===== src/rtl/cp0_settings.svh =====
`ifndef CP0_SETTINGS_SVH
`define CP0_SETTINGS_SVH

// processor id, reset and read value of register 15
`define CP0_PRID_VALUE      32'h0001_9300

// full eret encoding: cop0, co=1, funct 0x18
`define CP0_ERET_WORD       32'h4200_0018

// instr[31:21] of the move instructions (opcode + rs)
`define CP0_MTC0_PREFIX     11'b010_0000_0100
`define CP0_MFC0_PREFIX     11'b010_0000_0000

// exception codes for the cause ExcCode field
`define EXC_INT             5'd0   // interrupt
`define EXC_ADEL            5'd4   // address error, load or fetch
`define EXC_ADES            5'd5   // address error, store
`define EXC_RI              5'd10  // reserved instruction
`define EXC_OV              5'd12  // arithmetic overflow

`endif


===== src/rtl/cp0_pkg.sv =====
package cp0_pkg;

    // data and address words, pc and cp0 register contents
    typedef logic [31:0] word_t;

    // cause ExcCode field
    // 0 is an interrupt in cause, "nothing pending" from the pipeline
    typedef logic [4:0] exc_code_t;

    // one bit per external interrupt line, also used for the IM mask
    typedef logic [5:0] irq_t;

    // cp0 register numbers as carried in the rd field
    typedef enum logic [4:0] {
        CP0_STATUS = 5'd12,
        CP0_CAUSE  = 5'd13,
        CP0_EPC    = 5'd14,
        CP0_PRID   = 5'd15
    } cp0_reg_e;

endpackage


===== src/rtl/cp0_regs.sv =====
`timescale 1ns/1ps
`include "cp0_settings.svh"

module cp0_regs (
    input  logic                clk,
    input  logic                reset,
    input  cp0_pkg::word_t      instr,          // instruction in execute
    input  cp0_pkg::word_t      pc,
    input  logic                in_delay_slot,
    input  cp0_pkg::word_t      write_data,     // rt value for mtc0
    input  cp0_pkg::irq_t       irq_pending,
    input  logic                take,
    input  cp0_pkg::exc_code_t  take_code,
    output cp0_pkg::irq_t       status_im,
    output logic                status_ie,
    output logic                status_exl,
    output cp0_pkg::word_t      epc_out,
    output cp0_pkg::word_t      read_data
);

    import cp0_pkg::*;

    word_t      status_q;
    word_t      cause_q;
    word_t      epc_q;

    logic [4:0] rd;
    logic       is_eret;
    logic       is_mtc0;
    word_t      epc_next;

    assign rd      = instr[15:11];
    assign is_eret = (instr == `CP0_ERET_WORD);
    assign is_mtc0 = (instr[31:21] == `CP0_MTC0_PREFIX);

    // branch address when the faulting instruction sits in a delay slot
    assign epc_next = in_delay_slot ? pc - 32'd4 : pc;

    always_ff @(posedge clk) begin
        if (reset) begin
            status_q <= '0;
            cause_q  <= '0;
            epc_q    <= '0;
        end else begin
            if (take) begin
                // capture beats eret and mtc0 in the same cycle
                epc_q         <= epc_next;
                cause_q[31]   <= in_delay_slot;  // BD
                cause_q[6:2]  <= take_code;      // ExcCode
                status_q[1]   <= 1'b1;           // EXL
            end else if (is_eret) begin
                status_q[1] <= 1'b0;
            end else if (is_mtc0) begin
                case (rd)
                    CP0_STATUS: status_q <= write_data;
                    CP0_CAUSE:  cause_q  <= write_data;
                    CP0_EPC:    epc_q    <= write_data;
                    default: begin
                        // prid is read-only and other numbers are not implemented
                    end
                endcase
            end

            // IP field follows the lines every cycle and overrides any mtc0 above
            cause_q[15:10] <= irq_pending;
        end
    end

    assign status_im  = status_q[15:10];
    assign status_ie  = status_q[0];
    assign status_exl = status_q[1];

    assign epc_out = {epc_q[31:2], 2'b00};  // word aligned return address

    // mfc0 path decoded from rd alone
    always_comb begin
        case (rd)
            CP0_STATUS: read_data = status_q;
            CP0_CAUSE:  read_data = cause_q;
            CP0_EPC:    read_data = epc_q;
            CP0_PRID:   read_data = `CP0_PRID_VALUE;
            default:    read_data = '1;
        endcase
    end

    // the handler always starts with EXL set
    a_take_sets_exl: assert property (
        @(posedge clk) disable iff (reset)
        take |=> status_exl
    ) else $error("EXL not set after take");

    // an mtc0 naming prid writes nothing
    a_prid_read_only: assert property (
        @(posedge clk) disable iff (reset)
        (is_mtc0 && rd == CP0_PRID && !take) |=>
            $stable(status_q) && $stable(epc_q) &&
            $stable(cause_q[31:16]) && $stable(cause_q[9:0])
    ) else $error("mtc0 to prid changed another register");

endmodule


===== src/rtl/exc_detect.sv =====
`timescale 1ns/1ps
`include "cp0_settings.svh"

// decides each cycle whether the pipeline goes to the handler
// interrupts win over synchronous exceptions
module exc_detect (
    input  cp0_pkg::irq_t       irq_pending,
    input  cp0_pkg::irq_t       status_im,
    input  logic                status_ie,
    input  logic                status_exl,
    input  cp0_pkg::exc_code_t  exc_code,
    output logic                take,
    output cp0_pkg::exc_code_t  take_code
);

    import cp0_pkg::*;

    irq_t irq_masked;
    logic irq_req;
    logic exc_supported;
    logic exc_req;

    assign irq_masked = irq_pending & status_im;

    // any unmasked line, global enable on, not already in a handler
    assign irq_req = (|irq_masked) && status_ie && !status_exl;

    // only these codes come from the pipeline, the rest is dropped
    always_comb begin
        case (exc_code)
            `EXC_ADEL: exc_supported = 1'b1;
            `EXC_ADES: exc_supported = 1'b1;
            `EXC_RI:   exc_supported = 1'b1;
            `EXC_OV:   exc_supported = 1'b1;
            default:   exc_supported = 1'b0;  // incl. 0 = nothing pending
        endcase
    end

    // EXL blocks nesting, IE does not matter here
    assign exc_req = exc_supported && !status_exl;

    always_comb begin
        if (irq_req) begin
            take      = 1'b1;
            take_code = `EXC_INT;
        end else if (exc_req) begin
            take      = 1'b1;
            take_code = exc_code;
        end else begin
            take      = 1'b0;
            take_code = `EXC_INT;   // don't care when take is low
        end
    end

endmodule


===== src/rtl/exc_unit_top.sv =====
`timescale 1ns/1ps

module exc_unit_top (
    input  logic                clk,
    input  logic                reset,
    input  cp0_pkg::word_t      instr,
    input  cp0_pkg::word_t      pc,
    input  logic                in_delay_slot,
    input  cp0_pkg::exc_code_t  exc_code,
    input  cp0_pkg::word_t      write_data,
    input  cp0_pkg::irq_t       irq,            // asynchronous
    output logic                exc_taken,      // redirect to handler
    output cp0_pkg::word_t      epc_out,
    output cp0_pkg::word_t      read_data
);

    import cp0_pkg::*;

    irq_t       irq_pending;
    irq_t       status_im;
    logic       status_ie;
    logic       status_exl;
    logic       take;
    exc_code_t  take_code;

    irq_sync u_irq_sync (
        .clk         (clk),
        .reset       (reset),
        .irq         (irq),
        .irq_pending (irq_pending)
    );

    exc_detect u_exc_detect (
        .irq_pending (irq_pending),
        .status_im   (status_im),
        .status_ie   (status_ie),
        .status_exl  (status_exl),
        .exc_code    (exc_code),
        .take        (take),
        .take_code   (take_code)
    );

    cp0_regs u_cp0_regs (
        .clk           (clk),
        .reset         (reset),
        .instr         (instr),
        .pc            (pc),
        .in_delay_slot (in_delay_slot),
        .write_data    (write_data),
        .irq_pending   (irq_pending),
        .take          (take),
        .take_code     (take_code),
        .status_im     (status_im),
        .status_ie     (status_ie),
        .status_exl    (status_exl),
        .epc_out       (epc_out),
        .read_data     (read_data)
    );

    assign exc_taken = take;

    // guards exc_detect, which has no clock of its own
    // no new exception may start while a handler runs
    a_no_take_in_exl: assert property (
        @(posedge clk) disable iff (reset)
        !(take && status_exl)
    ) else $error("take raised with EXL set");

endmodule


===== src/rtl/irq_sync.sv =====
`timescale 1ns/1ps

module irq_sync #(
    parameter int SYNC_STAGES = 2
) (
    input  logic            clk,
    input  logic            reset,
    input  cp0_pkg::irq_t   irq,          // asynchronous lines
    output cp0_pkg::irq_t   irq_pending
);

    import cp0_pkg::*;

    irq_t sync_q [SYNC_STAGES];  // stage 0 may go metastable

    always_ff @(posedge clk) begin
        if (reset) begin
            for (int i = 0; i < SYNC_STAGES; i++) begin
                sync_q[i] <= '0;
            end
        end else begin
            sync_q[0] <= irq;
            for (int i = 1; i < SYNC_STAGES; i++) begin
                sync_q[i] <= sync_q[i-1];
            end
        end
    end

    // last stage only, settled
    assign irq_pending = sync_q[SYNC_STAGES-1];

endmodule


===== config.mk =====
export PLATFORM = sky130hd
export DESIGN_NAME = exc_unit_top
export DESIGN_NICKNAME = d
export VERILOG_FILES = /design/src/rtl/cp0_pkg.sv /design/src/rtl/cp0_regs.sv /design/src/rtl/exc_detect.sv /design/src/rtl/exc_unit_top.sv /design/src/rtl/irq_sync.sv
export VERILOG_INCLUDE_DIRS = /design/src /design/src/rtl
export SDC_FILE = /design/constraint.sdc
export NUM_CORES = 1
export LEC_CHECK = 0
export CORE_MARGIN = 2
export CORE_UTILIZATION = 50
export DETAILED_ROUTE_END_ITERATION = 6
export DONT_BUFFER_PORTS = 1
export PLACE_DENSITY_LB_ADDON = 0.05
export SLEW_MARGIN = 25
export SYNTH_ARGS = -nofsm -noshare
export SYNTH_HDL_FRONTEND = slang
export SYNTH_HIERARCHICAL = 1
export SYNTH_SLANG_ARGS = --single-unit
export TNS_END_PERCENT = 5

===== constraint.sdc =====
create_clock -name clk -period 2.89 [get_ports clk]
set_input_delay 0.578 -clock clk [delete_from_list [all_inputs] [get_ports clk]]
set_output_delay 0.578 -clock clk [all_outputs]
set_load 0.005 [all_outputs]

==> results of run 1 <==
==> path summary, 6_finish.rpt <==
check                                from                       end  slack (ps)  cells past startpoint
setup / recovery  u_cp0_regs/status_q[10]                 exc_taken         360                      4
hold / removal                      reset   u_irq_sync/sync_q[0][4]         290                      1
setup reg to reg  u_cp0_regs/status_q[10]   u_cp0_regs/status_q[19]         630                      8
hold reg to reg   u_irq_sync/sync_q[0][4]  u_irq_sync/sync_q[0][10]         440                      1
==> cell families after synthesis <==
logic type,Yosys count,synth area share
simple gates,255,0.228
compound gates,201,0.204
flops,108,0.363
buf+inv,105,0.0997
mux,41,0.0700
xor+xnor,21,0.0309
other cells,2,0.00126
fa+ha+maj,1,0.00210
==> power breakdown <==
part	leakage, nW	switching [mW]	internal, mW	total, mW
logic	0.956	0.110	0.0977	0.207
registers	0.876	0.0326	1.52	1.55
clock network	0.144	0.578	0.695	1.27
total	1.98	0.720	2.31	3.03
==> worst reg2reg max path: cells and delay by family, from the launching register on <==
| family | cells | cell delay [ps] |
|---|---|---|
| DFF | 1 | 390 |
| AOI/OAI and AO/OA | 4 | 1010 |
| buffers and inverters | 2 | 530 |
| and+or+nand+nor | 2 | 240 |
==> final cells by class <==
type	count	area [um2]
inverters	5	18.8
well taps	143	179
fillers	1107	5450
clock buffers	10	239
repair buffers	24	180
multi-input cells	522	3230
clock inverters	6	63.8
flip-flops and latches	108	2160
==> placed cells by master, fill, tap and decap left out, types with 12 or more instances in the layout <==
cell type / n
xnor2_1: 15
buf_4: 24
a21oi_1: 91
nor4_1: 15
o21ai_0: 37
and3_1: 12
nand2_1: 125
mux2i_1: 36
nand3_1: 12
dfxtp_1: 108
a211oi_1: 31
nor2_1: 12
nor3_1: 17
==> through the flow <==
stage	cells	utilization	hold slack, ps	worst slack [ps]	total power [mW]
floorplan	735	-	415	336	1.81
global placement	802	0.501	423	288	1.79
detailed placement	802	0.501	426	183	1.80
CTS	818	0.527	279	376	3.05
global route	818	0.527	276	270	3.13
finish	818	0.527	286	364	3.03
==> state kept, by name, indices dropped and copies added, names as in the netlist <==
name                 count
u_cp0_regs/cause_q      32
u_cp0_regs/epc_q        32
u_cp0_regs/status_q     32
u_irq_sync/sync_q       12
==> metal layers <==
| layer | vias up | GRT usage | routed length (um) |
|---|---|---|---|
| li1 | 2441 | - | - |
| met1 | 2413 | 0.354 | 7450 |
| met2 | 210 | 0.440 | 8210 |
| met3 | 37 | 0.0653 | 1520 |
| met4 | 0 | 0.128 | 595 |
| met5 | - | 0 | 0 |
==> synth_stat cells, types with 2 or more instances <==
| cell type | instances |
|---|---|
| a2111oi_0 | 3 |
| a211oi_1 | 31 |
| a21boi_0 | 2 |
| a21oi_1 | 91 |
| a22oi_1 | 6 |
| a22oi_2 | 3 |
| a31oi_1 | 7 |
| and2b_2 | 2 |
| and3_1 | 12 |
| buf_1 | 4 |
| buf_2 | 8 |
| buf_4 | 45 |
| buf_6 | 2 |
| clkbuf_1 | 40 |
| conb_1 | 2 |
| dfxtp_1 | 108 |
| inv_1 | 5 |
| mux2_2 | 5 |
| mux2i_1 | 36 |
| nand2_1 | 125 |
| nand2b_1 | 3 |
| nand3_1 | 12 |
| nand3b_1 | 2 |
| nor2_1 | 12 |
| nor2b_1 | 8 |
| nor2b_2 | 8 |
| nor2b_4 | 2 |
| nor3_1 | 17 |
| nor4_1 | 16 |
| nor4b_1 | 8 |
| o21ai_0 | 37 |
| o22ai_1 | 9 |
| o31a_1 | 5 |
| or2_2 | 4 |
| or3_1 | 7 |
| or4_1 | 2 |
| xnor2_1 | 15 |
| xor2_1 | 6 |
==> reports/metrics.yaml, run 1 <==
grtUsageTotal: 0.276
cts_tree: "built"
synth_seq_cells: 108
cp.required_ps: 2310
cp_cell_sequence: "a22oi_2, a311oi_2, o21bai_4, buf_4"
gr-total-overflow: 0
diodes: 0
antenna_found_initial: 0
setup_tns_ps: 0
finClkSkew_ps: 7.45
hold_class: "primary input to register"
drc: 10
p_leak_nw: 1.98
synth_top_area_share: 0.363
die_w_um: 113
final_hold_viol_count: 0
num_vias: 5101
violations: "DRC"
status: "complete, but fails checks"
slew_headroom: 0.619
yosysTopAreaCell: "dfxtp_1"
async_flop_share: 0
cts_sinks: 108
path_class: "register to output port"
final_nets: 781
hpwl_um: 12500
setup_violations: 0
ys_warn_count: 6
core_area_um2: 11500
clkLatencyLatePin_ps: 350
final_area_um2: 6070
cp.arrival_ps: 1950
synth_area_leaders: "dfxtp_1, nand2_1, a21oi_1, mux2i_1, buf_4"
synth_edf_count: 0
rsz0062_at_grt: "false"
post_drt_wl_per_cell_um: 21.7
end_kind: "output port"
grt_pass1_vias: 4982
synthesis.area_um2: 5950
cts.path.max_buffers: 2
synthFlopType: "dfxtp_1"
design.die.area_um2: 12800
post_cts_resized: 0
drive_gt1_frac: 0.113
firstDrtPassIters: 7
crit_buf_inv: 1
io_buffers: 0
ys_seq_area_frac: 0.363
drt.antenna.violating_nets: 0
htree_levels: 3
crit_fanout: 21
finalCritPeriodShare: 0.874
wl_um: 17800
grt_pass1_wl_um: 27800
vdd_drop_max_v: 0.000334
die_y_um: 113
cts_buffers: 9
yosysUniqueCellTypes: 62
p_per_area_nw_per_um2: 500
syn_avg_cell_area_um2: 8.10
first_iter_violations: 379
gp_congestion: 0.845
syn_inst: 734
fmax_mhz: 396
clk_pin_slew_worst_paths_ps: 70
pin_count: 175
critPathTopFamily: "compound AO/OA/AOI/OAI gates"
placed_area_um2: 5770
worstMarginPinSlew_ps: 572
postCtsHoldBufs: 0
cap_violations: 0
cts_root_buf: "clkbuf_16"
grt_max_degree: 107
cts_setup_buffers: 0
worst_path_largest_cell_delay_ps: 490
cp-start-kind: "register"
slew_violations: 0
initial_core_util: 0.517
rows: 39
syn2layout_area_growth_pct: 2.02
viasPerCell: 6.24
min_period_ps: 2530
slowest_stage: "a311oi_2"
Note: power is estimated with default switching activity, not from simulation.
==> run 2, diff against run 1 <==
--- a/config.mk
+++ b/config.mk
@@ -12,5 +12,5 @@
 export DONT_BUFFER_PORTS = 1
 export PLACE_DENSITY_LB_ADDON = 0.05
-export SLEW_MARGIN = 25
+export SLEW_MARGIN = 10
 export SYNTH_ARGS = -nofsm -noshare
 export SYNTH_HDL_FRONTEND = slang
==> constraint.sdc (replaced) <==
create_clock -name clk -period 2.89 [get_ports clk]
set_input_delay 0.578 -clock clk [delete_from_list [all_inputs] [get_ports clk]]
set_output_delay 0.578 -clock clk [all_outputs]
set_load 0.01 [all_outputs]
==> run 2 against run 1 <==
Power decreased by 2.6%; setup slack got worse by 36 ps; via count fell by 1.4%; hold slack gained 1.3 ps; routed wire length grew 0.87%; the flow still finishes with violations (DRC); first-iteration DRC count increased by 8.4%; critical path type unchanged; combinational power is 3% higher; sequential power about the same.
==> reports/metrics.yaml, run 2 (synthesis gave the netlist of run 1 again) <==
dp.cells: 801
vdd_drop_max_v: 0.000318
power.total_mw: 2.96
cp.required_ps: 2310
final_nets: 780
postCtsHoldBufs: 0
finalCritPeriodShare: 0.886
hold_class: "primary input to register"
drt.antenna.violating_nets: 0
reg_top3: "u_cp0_regs/cause_q x32, u_cp0_regs/epc_q x32, u_cp0_regs/status_q x32"
hpwl_um: 12400
layout_commonest_cell: "nand2_1"
cellInternalPower_mw: 2.25
critPathTopFamily: "compound AO/OA/AOI/OAI gates"
setup_violations: 0
pin_count: 175
slowest_stage: "a311oi_2"
hp-start: "reset"
htree_levels: 3
crit_path_start: "u_cp0_regs/status_q[10]"
hold_depth: 1
final_hold_viol_count: 0
rr_worst_depth: 8
switchingPower_uw: 710
cts.path.max_buffers: 2
multiInputGateArea_um2: 3230
cts_setup_buffers: 0
cts_tree: "built"
post_drt_wl_per_cell_um: 22.0
worst_path_largest_cell_delay_ps: 530
slew_headroom: 0.561
cp_cell_sequence: "a22oi_2, a311oi_2, o21bai_4, buf_4"
initial_core_util: 0.517
diodes: 0
worstMarginPinSlew_ps: 651
fillCellCount: 1097
pwr-share-comb: 0.073
crit_fanout: 20
final-seq-area_um2: 2160
die_w_um: 113
final_cell_mix: "nand2_1, dfxtp_1, a21oi_1"
grt_max_degree: 107
cts_buffers: 9
status: "complete, but fails checks"
cp-start-kind: "register"
violations: "DRC"
layout.cells.non_filler: 816
num_vias: 5029
preCtsSetupSlack_ps: 211
cts_root_buf: "clkbuf_16"
min_period_ps: 2560
rsz0062_at_grt: "false"
min_to: "u_irq_sync/sync_q[0][3]"
setup_tns_ps: 0
reg2reg_slack_ps: 590
cap_violations: 0
crit_buf_inv: 1
die_y_um: 113
setup_slack_ps: 328
design.die.area_um2: 12800
grtUsageTotal: 0.276
finClkSkew_ps: 6.60
grt_pass1_vias: 4797
core_area_um2: 11500
p_leak_nw: 1.95
post_cts_resized: 0
end_kind: "output port"
p_per_area_nw_per_um2: 490
clkLatencyLatePin_ps: 350
cp.arrival_ps: 1980
switching_share: 0.240
syn2layout_area_growth_pct: 1.49
grt_pass1_wl_um: 27400
r2r_end: "u_cp0_regs/status_q[14]"
antenna_found_initial: 0
io_buffers: 0
gp_congestion: 0.854
clk_pin_slew_worst_paths_ps: 70
gr-total-overflow: 0
seqPwrFrac: 0.529
first_iter_violations: 411
path_class: "register to output port"
fmax_mhz: 390
slew_violations: 0
wl_um: 17900
cts_sinks: 108
r2r-start: "u_cp0_regs/status_q[10]"
rows: 39
firstDrtPassIters: 7
viasPerCell: 6.16
drc: 10
clockPowerShare: 0.399
drive_gt1_frac: 0.108
==> run 2: cell types whose count changed in the layout (fill, tap and decap cells not counted), sizes merged <==
cell      change
buf           -1
bufinv        -1
clkbuf        +2
clkinv        -3
clkinvlp      +1
==> run 2: how the worst max path moves through the flow <==
stage                            to  slack, ps  cells past startpoint
6_report                  exc_taken        330                      4
5_1_grt                   exc_taken        210                      4
4_1_cts                   exc_taken        340                      4
3_5_place_dp   u_cp0_regs/epc_q[11]        210                      6
3_3_place_gp   u_cp0_regs/epc_q[29]        280                      6
2_1_floorplan         read_data[10]        230                      5
==> run 2: metrics by stage <==
stage	hold slack, ps	cell area [um2]	utilization
floorplan	415	5950	-
global placement	422	5760	0.500
detailed placement	428	5760	0.500
CTS	279	6040	0.524
global route	272	6040	0.524
finish	288	6040	0.524
==> run 2: cell type report <==
cell class,instances,area share
inverters,5,0.00311
clock inverters,3,0.00373
flip-flops and latches,108,0.358
clock buffers,12,0.0425
repair buffers,23,0.0286
multi-input cells,522,0.534
well taps,143,0.0296
==> run 2: per-layer routing <==
layer  up-vias  GRT usage  routed length, um
met5         -          0                  0
met4         0     0.0959                388
met3        21     0.0648               1400
met2       204      0.446               8440
met1      2365      0.363               7700
li1       2439          -                  -
==> run 2: power groups by stage <==
stage               registers, mW  logic [mW]  clock network [mW]
finish                       1.56       0.214                1.18
global route                 1.57       0.235                1.25
CTS                          1.56       0.213                1.20
detailed placement           1.60       0.212                   0
global placement             1.60       0.208                   0
floorplan                    1.57       0.253                   0
==> run 3, diff against run 2 <==
- ABC_AREA: not set -> 1
==> run 3 against run 2 <==
The run now ends clean; critical path depth up 2; global-route usage up 0.91 points; routed wire length up 13%; count of clock-buffer cells in the layout down 2; register-to-register slack worse by 70 ps.
==> reports/metrics.yaml, run 3 <==
status: "finished clean"
synth_area_leaders: "dfxtp_1, nand2_1, nor2_1, inv_1, buf_4"
postCtsHoldBufs: 0
synthFlopType: "dfxtp_1"
cellInternalPower_mw: 2.33
grtUsageTotal: 0.285
ys_warn_count: 6
cts_tree: "built"
setup_slack_ps: 362
setup_violations: 0
initial_core_util: 0.518
clockPowerShare: 0.406
layout_commonest_cell: "nand2_1"
fmax_mhz: 396
r2r-start: "u_irq_sync/sync_q[0][7]"
placed_area_um2: 6560
final_cell_mix: "nand2_1, nor2_1, inv_1"
switchingPower_uw: 844
crit_path_start: "instr[14]"
rows: 41
cp_cell_sequence: "nand2_1, nor2_2, nand2_1, buf_4, o2111ai_1, buf_4"
slew_headroom: 0.605
p_per_area_nw_per_um2: 463
grt_pass1_wl_um: 31500
yosysUniqueCellTypes: 34
preCtsSetupSlack_ps: 399
slew_violations: 0
antenna_found_initial: 0
final_hold_viol_count: 0
vdd_drop_max_v: 0.000390
cap_violations: 0
cp.required_ps: 2310
rsz0062_at_grt: "false"
num_vias: 6313
power.total_mw: 3.18
syn_avg_cell_area_um2: 6.11
crit_buf_inv: 2
dp.cells: 1198
hp-start: "reset"
firstDrtPassIters: 5
synth.most_common_cell: "nand2_1"
gp_congestion: 0.906
cts.path.max_buffers: 2
die_w_um: 119
synthesis.area_um2: 6590
syn2layout_area_growth_pct: 4.26
pin_count: 175
final_nets: 1148
hold_class: "primary input to register"
seqPwrFrac: 0.498
finClkSkew_ps: 11.2
cts_setup_buffers: 0
synth_edf_count: 0
layout.cells.non_filler: 1214
drive_gt1_frac: 0.0787
htree_levels: 3
die_y_um: 119
cts_buffers: 9
crit_fanout: 27
p_leak_nw: 3.15
switching_share: 0.266
drc: 0
first_iter_violations: 508
clkLatencyLatePin_ps: 360
grt_max_degree: 40
core_area_um2: 12700
worstMarginPinSlew_ps: 591
synth.top_cells.by_count: "nand2_1, nor2_1, inv_1, dfxtp_1, nand3_1"
slowest_stage: "o2111ai_1"
wl_um: 20200
cts_root_buf: "clkbuf_16"
async_flop_share: 0
ys_seq_area_frac: 0.328
cp.arrival_ps: 1950
diodes: 0
min_period_ps: 2530
design.die.area_um2: 14100
hpwl_um: 15100
viasPerCell: 5.20
worst_path_largest_cell_delay_ps: 370
finalCritPeriodShare: 0.875
cp-start-kind: "primary input"
final_area_um2: 6870
post_cts_resized: 0
cts_sinks: 108
post_drt_wl_per_cell_um: 16.6
critPathTopFamily: "buffers and inverters"
clk_pin_slew_worst_paths_ps: 80
reg_top3: "u_cp0_regs/cause_q x32, u_cp0_regs/epc_q x32, u_cp0_regs/status_q x32"
drt.antenna.violating_nets: 0
path_class: "primary input to output port"
grt_pass1_vias: 5933
synth_top_area_share: 0.328
pwr-share-comb: 0.095
fillCellCount: 1389
end_kind: "output port"
synth_seq_cells: 108
yosysTopAreaCell: "dfxtp_1"
io_buffers: 0
syn_inst: 1078
setup_tns_ps: 0
gr-total-overflow: 0
==> run 3: kinds of logic (layout without fill, tap and decap cells) <==
logic type	Yosys count	count (layout)	synth area share
AND/OR/NAND/NOR	614	614	0.390
adder cells (fa/ha/maj)	1	1	0.00190
other	2	3	0.00114
flip-flops	108	108	0.328
AO/OA/AOI/OAI	99	99	0.0996
XOR/XNOR	5	5	0.00665
buffers and inverters	249	212	0.172
==> run 3: layout make-up <==
cell class | instances | area (um2) | area share
multi-input cells | 722 | 3290 | 0.480
flip-flops and latches | 108 | 2160 | 0.315
inverters | 160 | 601 | 0.0875
repair buffers | 36 | 283 | 0.0412
clock buffers | 10 | 239 | 0.0348
well taps | 172 | 215 | 0.0313
clock inverters | 6 | 71.3 | 0.0104
==> run 3: metrics by stage <==
| step | hold WS (ps) | util |
|---|---|---|
| after floorplan | 388 | - |
| after global placement | 391 | 0.515 |
| after detailed placement | 395 | 0.515 |
| after CTS | 268 | 0.540 |
| after global routing | 259 | 0.540 |
| final | 275 | 0.540 |
==> run 3: worst paths after layout <==
check / slack, ps / cells after the start / endpoint
worst min-delay path: 270 / 1 / u_irq_sync/sync_q[0][3]
worst min register to register: 410 / 2 / u_irq_sync/sync_q[0][8]
worst max register to register: 520 / 11 / u_cp0_regs/cause_q[23]
worst max-delay path: 360 / 6 / read_data[2]
==> run 3: power by group through the flow <==
stage / clock network [mW] / logic (mW) / registers (mW)
3_5_place_dp: 0 / 0.300 / 1.62
3_3_place_gp: 0 / 0.298 / 1.62
5_1_grt: 1.36 / 0.339 / 1.59
4_1_cts: 1.31 / 0.301 / 1.58
6_report: 1.29 / 0.303 / 1.58
2_1_floorplan: 0 / 0.280 / 1.58
==> run 3: layer usage <==
metal | vias up | global-route usage | routed length (um)
met3 | 38 | 0.0994 | 1950
met4 | 0 | 0.120 | 738
li1 | 3226 | - | -
met5 | - | 0 | 0
met2 | 242 | 0.469 | 9280
met1 | 2807 | 0.336 | 8230
